### src/verilog/motion_pkg.sv
// Motion controller shared definitions

package motion_pkg;

  localparam int WORD_BITS = 64;      // Host word width
  localparam int DURATION_BITS = 32;  // Move length in DDA ticks

  typedef logic [WORD_BITS-1:0] word_t;
  typedef logic [7:0] header_t;
  typedef logic [DURATION_BITS-1:0] duration_t;
  typedef logic [7:0] divisor_t;

  // Header byte of a command word
  typedef enum header_t {
    CMD_COORDINATED_STEP = 8'h01,
    CMD_STATUS_REG       = 8'hF1,
    CMD_CONFIG_REG       = 8'hF2
  } cmd_e;

  typedef enum logic [1:0] {
    SEQ_IDLE,
    SEQ_LOAD,
    SEQ_RUN
  } seq_state_e;

  // Status register map
  localparam logic [7:0] STATUS_VERSION_ADDR = 8'd0;
  localparam logic [7:0] STATUS_CHANNEL_ADDR = 8'd1;

  // Config register map
  localparam logic [7:0] CONFIG_ENABLE_ADDR = 8'd0;
  localparam logic [7:0] CONFIG_CLOCKS_ADDR = 8'd1;

  // Major, minor, patch in the low three bytes
  localparam logic [31:0] VERSION_WORD = 32'h0001_0300;

endpackage
### src/verilog/motion_core.sv
`timescale 1ns/1ps
// Stepper motion controller top

module motion_core import motion_pkg::*; #(
  parameter int num_motors = 2,
  parameter int buffer_size = 2,
  parameter int default_clock_divisor = 32
) (
  input  logic                  CLK,
  input  logic                  resetn,
  input  word_t                 word_data_received,
  input  logic                  word_received,
  output word_t                 word_send_data,
  output logic [num_motors-1:0] step,
  output logic [num_motors-1:0] dir,
  output logic [num_motors-1:0] enable,
  output logic                  move_done,
  output logic                  buffer_dtr
);

  // Decoder strobes
  logic       word_seen;
  logic       status_read;
  logic       config_read;
  logic       config_write;
  logic [7:0] config_addr;
  logic       move_header;
  logic       move_word;
  logic       move_commit;
  logic [7:0] move_index;
  word_t      word_data;

  // Buffer to sequencer and axes
  divisor_t  clock_divisor;
  logic      slot_pending;
  logic      slot_release;
  duration_t move_duration;
  word_t     velocity [num_motors];
  word_t     accel [num_motors];
  logic      dda_tick;
  logic      load_move;
  logic      running;

  word_decoder #(
    .num_motors(num_motors)
  ) decoder_i (
    .CLK               (CLK),
    .resetn            (resetn),
    .word_data_received(word_data_received),
    .word_received     (word_received),
    .word_seen         (word_seen),
    .status_read       (status_read),
    .config_read       (config_read),
    .config_write      (config_write),
    .config_addr       (config_addr),
    .move_header       (move_header),
    .move_word         (move_word),
    .move_commit       (move_commit),
    .move_index        (move_index),
    .word_data         (word_data)
  );

  control_registers #(
    .num_motors           (num_motors),
    .buffer_size          (buffer_size),
    .default_clock_divisor(default_clock_divisor)
  ) registers_i (
    .CLK           (CLK),
    .resetn        (resetn),
    .status_read   (status_read),
    .config_read   (config_read),
    .config_write  (config_write),
    .config_addr   (config_addr),
    .word_data     (word_data),
    .word_seen     (word_seen),
    .word_send_data(word_send_data),
    .enable        (enable),
    .clock_divisor (clock_divisor)
  );

  move_buffer #(
    .num_motors (num_motors),
    .buffer_size(buffer_size)
  ) buffer_i (
    .CLK          (CLK),
    .resetn       (resetn),
    .move_header  (move_header),
    .move_word    (move_word),
    .move_commit  (move_commit),
    .move_index   (move_index),
    .word_data    (word_data),
    .slot_release (slot_release),
    .slot_pending (slot_pending),
    .move_duration(move_duration),
    .move_dir     (dir),            // Dir of the move in the read slot
    .velocity     (velocity),
    .accel        (accel),
    .buffer_dtr   (buffer_dtr)
  );

  move_sequencer sequencer_i (
    .CLK          (CLK),
    .resetn       (resetn),
    .clock_divisor(clock_divisor),
    .slot_pending (slot_pending),
    .move_duration(move_duration),
    .dda_tick     (dda_tick),
    .load_move    (load_move),
    .running      (running),
    .slot_release (slot_release),
    .move_done    (move_done)
  );

  for (genvar m = 0; m < num_motors; m++) begin : gen_axis
    dda_axis axis_i (
      .CLK      (CLK),
      .resetn   (resetn),
      .dda_tick (dda_tick),
      .load_move(load_move),
      .running  (running),
      .velocity (velocity[m]),
      .accel    (accel[m]),
      .step     (step[m])
    );
  end

endmodule

### src/verilog/dda_axis.sv
`timescale 1ns/1ps
// Single axis DDA step generator

module dda_axis import motion_pkg::*; (
  input  logic  CLK,
  input  logic  resetn,
  input  logic  dda_tick,
  input  logic  load_move,
  input  logic  running,
  input  word_t velocity,
  input  word_t accel,
  output logic  step
);

  word_t accumulator;
  word_t rate;
  word_t sum;
  logic  carry;

  // Carry out of the top bit marks a step
  assign {carry, sum} = {1'b0, accumulator} + {1'b0, rate};

  always_ff @(posedge CLK) begin
    if (!resetn) begin
      accumulator <= '0;
      rate        <= '0;
      step        <= 1'b0;
    end else begin
      step <= 1'b0;
      if (load_move) begin
        accumulator <= '0;
        rate        <= velocity;  // Initial rate of the new move
      end else if (running && dda_tick) begin
        accumulator <= sum;
        rate        <= rate + accel;
        step        <= carry;
      end
    end
  end

endmodule

### src/verilog/move_sequencer.sv
`timescale 1ns/1ps
// DDA tick divider and move sequencer

module move_sequencer import motion_pkg::*; (
  input  logic      CLK,
  input  logic      resetn,
  input  divisor_t  clock_divisor,
  input  logic      slot_pending,
  input  duration_t move_duration,
  output logic      dda_tick,
  output logic      load_move,
  output logic      running,
  output logic      slot_release,
  output logic      move_done
);

  divisor_t   div_count;
  divisor_t   div_last;
  duration_t  ticks_left;
  seq_state_e state;
  logic       last_tick;

  // A divisor of 0 wraps to 255, giving 256 cycles
  assign div_last = clock_divisor - 1'b1;
  assign dda_tick = (div_count == div_last);

  always_ff @(posedge CLK) begin
    if (!resetn) begin
      div_count <= '0;
    end else if (div_count >= div_last) begin
      div_count <= '0;
    end else begin
      div_count <= div_count + 1'b1;
    end
  end

  assign load_move    = (state == SEQ_LOAD);
  assign running      = (state == SEQ_RUN);
  assign last_tick    = running && dda_tick && (ticks_left <= duration_t'(1));
  assign slot_release = move_done;

  always_ff @(posedge CLK) begin
    if (!resetn) begin
      state      <= SEQ_IDLE;
      ticks_left <= '0;
      move_done  <= 1'b0;
    end else begin
      move_done <= last_tick;  // Lines up with the final step pulse
      case (state)
        SEQ_IDLE: begin
          // Slot being released is still flagged for one cycle
          if (slot_pending && !move_done) state <= SEQ_LOAD;
        end
        SEQ_LOAD: begin
          ticks_left <= move_duration;
          state      <= SEQ_RUN;
        end
        SEQ_RUN: begin
          if (dda_tick) begin
            ticks_left <= ticks_left - 1'b1;
            if (last_tick) state <= SEQ_IDLE;
          end
        end
        default: state <= SEQ_IDLE;
      endcase
    end
  end

endmodule

### src/verilog/move_buffer.sv
`timescale 1ns/1ps
// Move slot storage

module move_buffer import motion_pkg::*; #(
  parameter int num_motors = 2,
  parameter int buffer_size = 2
) (
  input  logic                  CLK,
  input  logic                  resetn,
  input  logic                  move_header,
  input  logic                  move_word,
  input  logic                  move_commit,
  input  logic [7:0]            move_index,
  input  word_t                 word_data,
  input  logic                  slot_release,
  output logic                  slot_pending,
  output duration_t             move_duration,
  output logic [num_motors-1:0] move_dir,
  output word_t                 velocity [num_motors],
  output word_t                 accel [num_motors],
  output logic                  buffer_dtr
);

  localparam int IDX_BITS = (buffer_size > 1) ? $clog2(buffer_size) : 1;

  logic [buffer_size-1:0] pending;  // One flag per slot
  logic [IDX_BITS-1:0]    wr_idx;
  logic [IDX_BITS-1:0]    rd_idx;
  logic [num_motors-1:0]  dir_mem [buffer_size];
  duration_t              dur_mem [buffer_size];
  word_t                  vel_mem [buffer_size][num_motors];
  word_t                  acc_mem [buffer_size][num_motors];
  logic                   write_open;

  function automatic logic [IDX_BITS-1:0] next_idx(input logic [IDX_BITS-1:0] idx);
    if (idx == IDX_BITS'(buffer_size - 1)) return '0;
    return idx + 1'b1;
  endfunction

  assign write_open = !pending[wr_idx];
  assign buffer_dtr = write_open;

  always_ff @(posedge CLK) begin
    if (!resetn) begin
      pending <= '0;
      wr_idx  <= '0;
      rd_idx  <= '0;
    end else begin
      if (move_commit && write_open) begin
        pending[wr_idx] <= 1'b1;
        wr_idx          <= next_idx(wr_idx);
      end
      if (slot_release) begin
        pending[rd_idx] <= 1'b0;
        rd_idx          <= next_idx(rd_idx);
      end
    end
  end

  // Dir bits from the low bits of the move header
  always_ff @(posedge CLK) begin
    if (!resetn) begin
      for (int s = 0; s < buffer_size; s++) dir_mem[s] <= '0;
    end else if (move_header && write_open) begin
      dir_mem[wr_idx] <= word_data[num_motors-1:0];
    end
  end

  // Word 1 is duration, then velocity and accel per motor
  always_ff @(posedge CLK) begin
    if (move_word && write_open) begin
      if (move_index == 8'd1) dur_mem[wr_idx] <= word_data[DURATION_BITS-1:0];
      for (int m = 0; m < num_motors; m++) begin
        if (move_index == 8'(2 + 2 * m)) vel_mem[wr_idx][m] <= word_data;
        if (move_index == 8'(3 + 2 * m)) acc_mem[wr_idx][m] <= word_data;
      end
    end
  end

  assign slot_pending  = pending[rd_idx];
  assign move_duration = dur_mem[rd_idx];
  assign move_dir      = dir_mem[rd_idx];

  always_comb begin
    for (int m = 0; m < num_motors; m++) begin
      velocity[m] = vel_mem[rd_idx][m];
      accel[m]    = acc_mem[rd_idx][m];
    end
  end

endmodule

### src/verilog/control_registers.sv
`timescale 1ns/1ps
// Config and status registers

module control_registers import motion_pkg::*; #(
  parameter int num_motors = 2,
  parameter int buffer_size = 2,
  parameter int default_clock_divisor = 32
) (
  input  logic                  CLK,
  input  logic                  resetn,
  input  logic                  status_read,
  input  logic                  config_read,
  input  logic                  config_write,
  input  logic [7:0]            config_addr,
  input  word_t                 word_data,
  input  logic                  word_seen,
  output word_t                 word_send_data,
  output logic [num_motors-1:0] enable,
  output divisor_t              clock_divisor
);

  word_t channel_word;
  word_t status_value;
  word_t config_value;

  // Motors, buffer depth and word width, one byte each
  assign channel_word = word_t'({8'(WORD_BITS), 8'(buffer_size), 8'(num_motors)});

  always_comb begin
    case (config_addr)
      STATUS_VERSION_ADDR: status_value = word_t'(VERSION_WORD);
      STATUS_CHANNEL_ADDR: status_value = channel_word;
      default:             status_value = '0;
    endcase
    case (config_addr)
      CONFIG_ENABLE_ADDR: config_value = word_t'(enable);
      CONFIG_CLOCKS_ADDR: config_value = word_t'(clock_divisor);
      default:            config_value = '0;
    endcase
  end

  always_ff @(posedge CLK) begin
    if (!resetn) begin
      enable        <= '0;
      clock_divisor <= divisor_t'(default_clock_divisor);
    end else if (config_write) begin
      case (config_addr)
        CONFIG_ENABLE_ADDR: enable <= word_data[num_motors-1:0];
        CONFIG_CLOCKS_ADDR: clock_divisor <= word_data[7:0];
        default: ;        // Writes to unmapped addresses are lost
      endcase
    end
  end

  // Reply is refreshed on every word
  always_ff @(posedge CLK) begin
    if (!resetn) begin
      word_send_data <= '0;
    end else if (word_seen) begin
      if (status_read) word_send_data <= status_value;
      else if (config_read) word_send_data <= config_value;
      else word_send_data <= '0;
    end
  end

endmodule

### src/verilog/word_decoder.sv
`timescale 1ns/1ps
// Host word command decoder

module word_decoder import motion_pkg::*; #(
  parameter int num_motors = 2
) (
  input  logic       CLK,
  input  logic       resetn,
  input  word_t      word_data_received,
  input  logic       word_received,
  output logic       word_seen,
  output logic       status_read,
  output logic       config_read,
  output logic       config_write,
  output logic [7:0] config_addr,
  output logic       move_header,
  output logic       move_word,
  output logic       move_commit,
  output logic [7:0] move_index,
  output word_t      word_data
);

  localparam logic [7:0] LAST_INDEX = 8'(2 * num_motors + 1);

  logic       received_q;
  logic       received_qq;
  header_t    header_q;     // Zero while waiting for a header
  logic [7:0] word_count;
  logic [7:0] addr_q;
  header_t    word_header;
  logic       in_message;

  // Edge detect on the word level
  always_ff @(posedge CLK) begin
    if (!resetn) begin
      received_q  <= 1'b0;
      received_qq <= 1'b0;
    end else begin
      received_q  <= word_received;
      received_qq <= received_q;
    end
  end

  // Capture the word together with the rising level
  always_ff @(posedge CLK) begin
    if (word_received && !received_q) begin
      word_data <= word_data_received;
    end
  end

  assign word_seen   = received_q & ~received_qq;
  assign word_header = word_data[WORD_BITS-1 -: 8];
  assign in_message  = (header_q != 8'h00);
  assign move_index  = word_count;

  // Reads address the current word, writes the latched one
  assign config_addr = (header_q == CMD_CONFIG_REG) ? addr_q : word_data[7:0];

  always_comb begin
    status_read  = 1'b0;
    config_read  = 1'b0;
    config_write = 1'b0;
    move_header  = 1'b0;
    move_word    = 1'b0;
    move_commit  = 1'b0;
    if (word_seen) begin
      if (!in_message) begin
        case (word_header)
          CMD_STATUS_REG:       status_read = 1'b1;
          CMD_CONFIG_REG:       config_read = 1'b1;
          CMD_COORDINATED_STEP: move_header = 1'b1;
          default: ;            // Unknown header, stay idle
        endcase
      end else begin
        case (header_q)
          CMD_CONFIG_REG: config_write = 1'b1;
          CMD_COORDINATED_STEP: begin
            move_word   = 1'b1;
            move_commit = (word_count == LAST_INDEX);
          end
          default: ;
        endcase
      end
    end
  end

  always_ff @(posedge CLK) begin
    if (!resetn) begin
      header_q   <= '0;
      word_count <= '0;
    end else if (word_seen) begin
      if (!in_message) begin
        word_count <= 8'd1;
        if (word_header == CMD_COORDINATED_STEP || word_header == CMD_CONFIG_REG) begin
          header_q <= word_header;  // Multi-word command
        end
      end else if (move_word && !move_commit) begin
        word_count <= word_count + 1'b1;
      end else begin
        header_q <= '0;             // Back to header mode
      end
    end
  end

  always_ff @(posedge CLK) begin
    if (config_read) begin
      addr_q <= word_data[7:0];
    end
  end

endmodule

### config.mk
export PLATFORM = sky130hd
export DESIGN_NAME = motion_core
export DESIGN_NICKNAME = d
export VERILOG_FILES = /design/src/verilog/motion_pkg.sv /design/src/verilog/motion_core.sv /design/src/verilog/dda_axis.sv /design/src/verilog/move_sequencer.sv /design/src/verilog/move_buffer.sv /design/src/verilog/control_registers.sv /design/src/verilog/word_decoder.sv
export SDC_FILE = /design/constraint.sdc
export NUM_CORES = 2
export LEC_CHECK = 0
export BUFFER_PORTS_ARGS = -buffer_cell sky130_fd_sc_hd__buf_4
export CORE_UTILIZATION = 38
export DETAILED_ROUTE_END_ITERATION = 16
export PLACE_DENSITY = 0.63
export SLEW_MARGIN = 20
export SYNTH_ARGS = -nofsm -noshare
export SYNTH_HDL_FRONTEND = slang
export SYNTH_SLANG_ARGS = --single-unit
### constraint.sdc
create_clock -name CLK -period 8.6 [get_ports CLK]
set_clock_uncertainty 0.05 [all_clocks]
set_input_delay 0 -clock CLK [delete_from_list [all_inputs] [get_ports CLK]]
set_output_delay 0 -clock CLK [all_outputs]
set_load 0.05 [all_outputs]
==> impl.org <==
** Status
- The flow ran to the end, and the final reports show no timing, DRC or antenna violations.

** Setup path
- For this design, the slowest cell found on the critical path is sky130_fd_sc_hd__dfxtp_4.
- Reg-to-reg setup timing slack :: approximately 2.6 ns
- Along the worst path, the maximum fanout reaches between 60 and 70.
- Critical register-to-register path endpoint :: gen_axis[0].axis_i.rate[61]
- Stage delay of the slowest cell on the critical path :: 1.02 ns
- WS Path Type :: register to register
- The worst setup path is launched from a register.
- STA puts the critical path data required time at around 9.1 ns.
- Worst setup EP type :: register
- The number of buffers and inverters on the critical path is 1.
- Traced cell by cell, the critical path runs through buf_4 > mux2_2 > ha_1 > and2_1 > nand3_1 > nor4_1 > o211ai_1 > a31oi_1 > nor3_1 > o31ai_1 > a31oi_1 > o211ai_1 > a41oi_1 > xor2_1 > a21oi_1.
- Critical path arrival :: 6.52 ns
- Length in cells of the worst reg-to-reg path :: 15
- The critical path crosses 15 cells after its start point.
- Endpoint of the worst setup timing path :: gen_axis[0].axis_i.rate[61]
- The kind of cell with the highest combined delay along the critical path is compound AO/OA/AOI/OAI gates.

** Floorplan
- Core Box Area :: between 100000 and 150000 µm²
- Total Die Area :: 137000 µm²
- FP Rows :: 134
- Width of the die :: 370 µm
- In this run the count of I/O pins placed on the die edge is about 140.
- Vertical die dimension :: 370 µm
- For this configuration, the core starts out at a cell density of 0.384.

** Yosys
- Multiplexer area fraction after synthesis :: 0.0599
- By area, the combinational part of the netlist is dominated by compound AO/OA/AOI/OAI gates.
- Synth Warn # :: 0
- Number of synthesized flops with an enable pin :: 652
- Of the total synthesized cell area, the portion taken by XOR and XNOR cells is 0.0424.
- Counting instances in the post-synthesis netlist gives the leading cell types as 652 x sky130_fd_sc_hd__edfxtp_1, 469 x sky130_fd_sc_hd__a21oi_1, 432 x sky130_fd_sc_hd__nand2_1.
- Most used flip-flop cell after synthesis :: sky130_fd_sc_hd__edfxtp_1
- FFs w/ async S/R, synth :: 0
- Ranked by total cell area, the synthesized netlist is headed by sky130_fd_sc_hd__edfxtp_1 38%, sky130_fd_sc_hd__dfxtp_1 13%, sky130_fd_sc_hd__ha_1 6.6%.
- Simple-gate share of the synthesized area :: 0.108
- Part of the Yosys area used for sequential elements :: 0.514
- Post-synthesis adder-cell area fraction :: 0.0672
- After synthesis, the mean cell area works out to approximately 11 µm².
- #FFs+latches synth :: ~1000
- The synthesized-area fraction occupied by ao, oa, aoi and oai cells was 0.175.
- Share of Yosys cell area claimed by the top area cell type :: 0.380
- In this run, distinct cell masters in the synthesized netlist total between 80 and 90.
- Post-synthesis cell count :: between 4000 and 5000
- Among all cell types in the netlist, the one instantiated most often is sky130_fd_sc_hd__edfxtp_1.
- Cell accounting for the most synthesized area :: sky130_fd_sc_hd__edfxtp_1
- Combined area of all synthesized cells :: 51500 µm²

** Clock tree
- Register clock-pin slew on the reported worst setup and hold paths :: roughly 0.06 ns
- TritonCTS built the clock tree.
- In this run, CTS created clock tree buffers numbering between 100 and 150.
- CTS-repair resized insts :: 0
- TritonCTS Sinks :: 997
- Clock network latency to the later pin of the worst-skew pair :: between 0.7 and 0.8 ns
- Counting along the longest clock path gives a buffer depth of 3.
- In this run the number of H-tree levels came out at 3.
- CTS Root Buffer Type :: sky130_fd_sc_hd__clkbuf_16

** Timing
- The worst path in the final design needs a cycle of 6.00 ns, including I/O delays and setup.
- The final count of hold timing violations was 0.
- In the final timing run, aggregate negative setup slack is 0 ns.
- At the pin with the least slew margin, the transition time is 1.20 ns.
- Final Slew Violations :: 0
- Highest attainable clock frequency :: 167 MHz
- Setup violations remaining at the end of the flow were counted as 0.
- Worst-case headroom to the max-slew limit :: 0.191
- RSZ-0062 raised after global routing :: false
- Of the available clock period, the critical path in the final layout requires 0.697.

** Detailed routing
- Number of detailed-route iterations in the first pass :: 6
- The count of nets left with antenna violations once routing finished came out at 0.
- In the routed design, unresolved DRC markers number 0.
- Detailed-route via count :: about 39000
- Vias per cell :: ~5.7
- The first routing iteration left 3332 violations.
- For this block, the routed nets add up to 143000 µm of wire.
- Routed wire length per instance :: roughly 21 µm

** Cells and area
- Final cell count without fillers :: 6792
- Relative to the synthesized area, the layout overhead comes to 13.7%.
- Total Nets Final :: 5272
- After filler insertion, the fill cell instance count of the layout stands at 12435.
- Of the cells placed in the final design, the portion with a size suffix greater than 1 is 0.102.

** Global routing
- GRT overflow :: 0
- The initial antenna violation count came to 7.
- Across every metal layer, demand over resource in global routing totals 0.205.
- The number of global-route vias before repair was between 30000 and 40000.
- Global-route wire length before repair :: 218000 µm
- Largest net degree at the start of global routing :: between 60 and 70

** Placement
- Routability-driven placement congestion ratio :: 0.930
- In this run the tool buffered the top-level ports with 86 buffer cells.
- Number of cells in the design after placement :: 6463
- Once detailed placement completed, the half-perimeter wirelength came to 95100 µm.

** Job
- The tool flagged a number of max-cap violations equal to 0.

** Power
- Dividing total power by cell area gives a power density of 174 nW/µm².
- The worst-case IR drop observed on VDD is 0.188 mV.
- Leakage power summed over all cells :: 21.6 nW

** Min path
- Hold/Removal Path Class :: input pin to register
what timing repair did:
item	4_1_cts	5_1_grt
hold endpoints to repair	153	0
buffers inserted	0	0
hold buffers	129	0
routing by layer:
layer | track usage | share of wire | vias to the layer above
met5 | 0 | 0.000077 | -
met4 | 0.0626 | 0.025 | 2
met3 | 0.0234 | 0.059 | 206
met2 | 0.338 | 0.47 | 1215
met1 | 0.282 | 0.45 | 18947
li1 | - | - | 18226
cells in the final DEF, fill, tap and decap left out, types with 22 or more instances in the layout:
cell type,instances
sky130_fd_sc_hd__o221ai_1,22
sky130_fd_sc_hd__a21o_1,184
sky130_fd_sc_hd__dfxtp_1,344
sky130_fd_sc_hd__nor2b_1,41
sky130_fd_sc_hd__o21ai_0,274
sky130_fd_sc_hd__buf_4,130
sky130_fd_sc_hd__o22ai_1,24
sky130_fd_sc_hd__o21bai_1,48
sky130_fd_sc_hd__edfxtp_1,652
sky130_fd_sc_hd__a31oi_1,54
sky130_fd_sc_hd__nand2b_1,26
sky130_fd_sc_hd__nand4_1,85
sky130_fd_sc_hd__nor3_1,65
sky130_fd_sc_hd__nand2_1,429
sky130_fd_sc_hd__dlygate4sd3_1,129
sky130_fd_sc_hd__and3_1,32
sky130_fd_sc_hd__mux2_2,163
sky130_fd_sc_hd__a211oi_1,147
sky130_fd_sc_hd__a21oi_1,469
sky130_fd_sc_hd__conb_1,52
sky130_fd_sc_hd__clkbuf_16,107
sky130_fd_sc_hd__mux2i_1,125
sky130_fd_sc_hd__nor2_1,304
sky130_fd_sc_hd__nor4_1,25
sky130_fd_sc_hd__ha_1,270
sky130_fd_sc_hd__nand3_1,75
sky130_fd_sc_hd__inv_1,72
sky130_fd_sc_hd__xor2_1,103
sky130_fd_sc_hd__o21a_1,23
sky130_fd_sc_hd__xnor2_1,146
layout make-up:
class	count	area, µm²	share of cell area
tap	1768	2210	0.0378
sequential	997	26500	0.452
clock buffer	131	2830	0.0483
antenna	1	2.50	0.0000427
multi-input combinational	3495	23600	0.404
clock inverter	67	797	0.0136
timing repair buffer	260	2290	0.0392
inverter	73	279	0.00477
through the flow:
step	worst slack, ns	hold WS, ns	util	cell area [µm²]	power [mW]
global placement	2.74	0.128	0.400	53600	5.43
global route	2.32	0.0373	0.437	58500	10.4
CTS	2.65	0.00207	0.437	58500	10.2
floorplan	1.84	0.0489	-	51700	5.35
detailed placement	2.72	0.129	0.400	53600	5.44
finish	2.60	0.0273	0.437	58500	10.2
kinds of logic (layout without fill, tap and decap cells):
family                     count (synthesis)  count (layout)
AOI/OAI and AO/OA                       1431            1431
xor gates and xnor gates                 249             249
adders and majority gates                274             274
buffers and inverters                    392             531
DFF                                      997             997
muxes                                    288             288
other                                      1              53
and+or+nand+nor                         1201            1201
power breakdown:
| part | total [mW] | switching (mW) | internal, mW |
|---|---|---|---|
| Clock | 4.79 | 1.99 | 2.79 |
| Combinational | 0.192 | 0.125 | 0.0674 |
| Sequential | 5.19 | 0.0697 | 5.12 |
state kept, by name, indices dropped and copies added (netlist names), 4 cells and up, named ones only:
register / cells
sequencer_i.ticks_left: 32
sequencer_i.div_count: 8
buffer_i.dir_mem: 4
decoder_i.word_data: 64
buffer_i.vel_mem: 256
decoder_i.move_index: 8
registers_i.word_send_data: 11
gen_axis.axis_i.accumulator: 128
buffer_i.acc_mem: 256
buffer_i.dur_mem: 64
decoder_i.header_q: 8
registers_i.clock_divisor: 8
gen_axis.axis_i.rate: 128
decoder_i.addr_q: 8
worst min path at each step:
stage | from | to | cells after the start | slack, ns
2_1_floorplan | word_data_received[0] | decoder_i.word_data[0] | 0 | 0.05
3_3_place_gp | word_data_received[6] | decoder_i.word_data[6] | 1 | 0.13
3_5_place_dp | word_data_received[3] | decoder_i.word_data[3] | 1 | 0.13
4_1_cts | word_data_received[35] | decoder_i.word_data[35] | 2 | 0.002
5_1_grt | word_data_received[35] | decoder_i.word_data[35] | 2 | 0.04
6_report | word_data_received[35] | decoder_i.word_data[35] | 2 | 0.03
(Power assumes the default switching activity.)
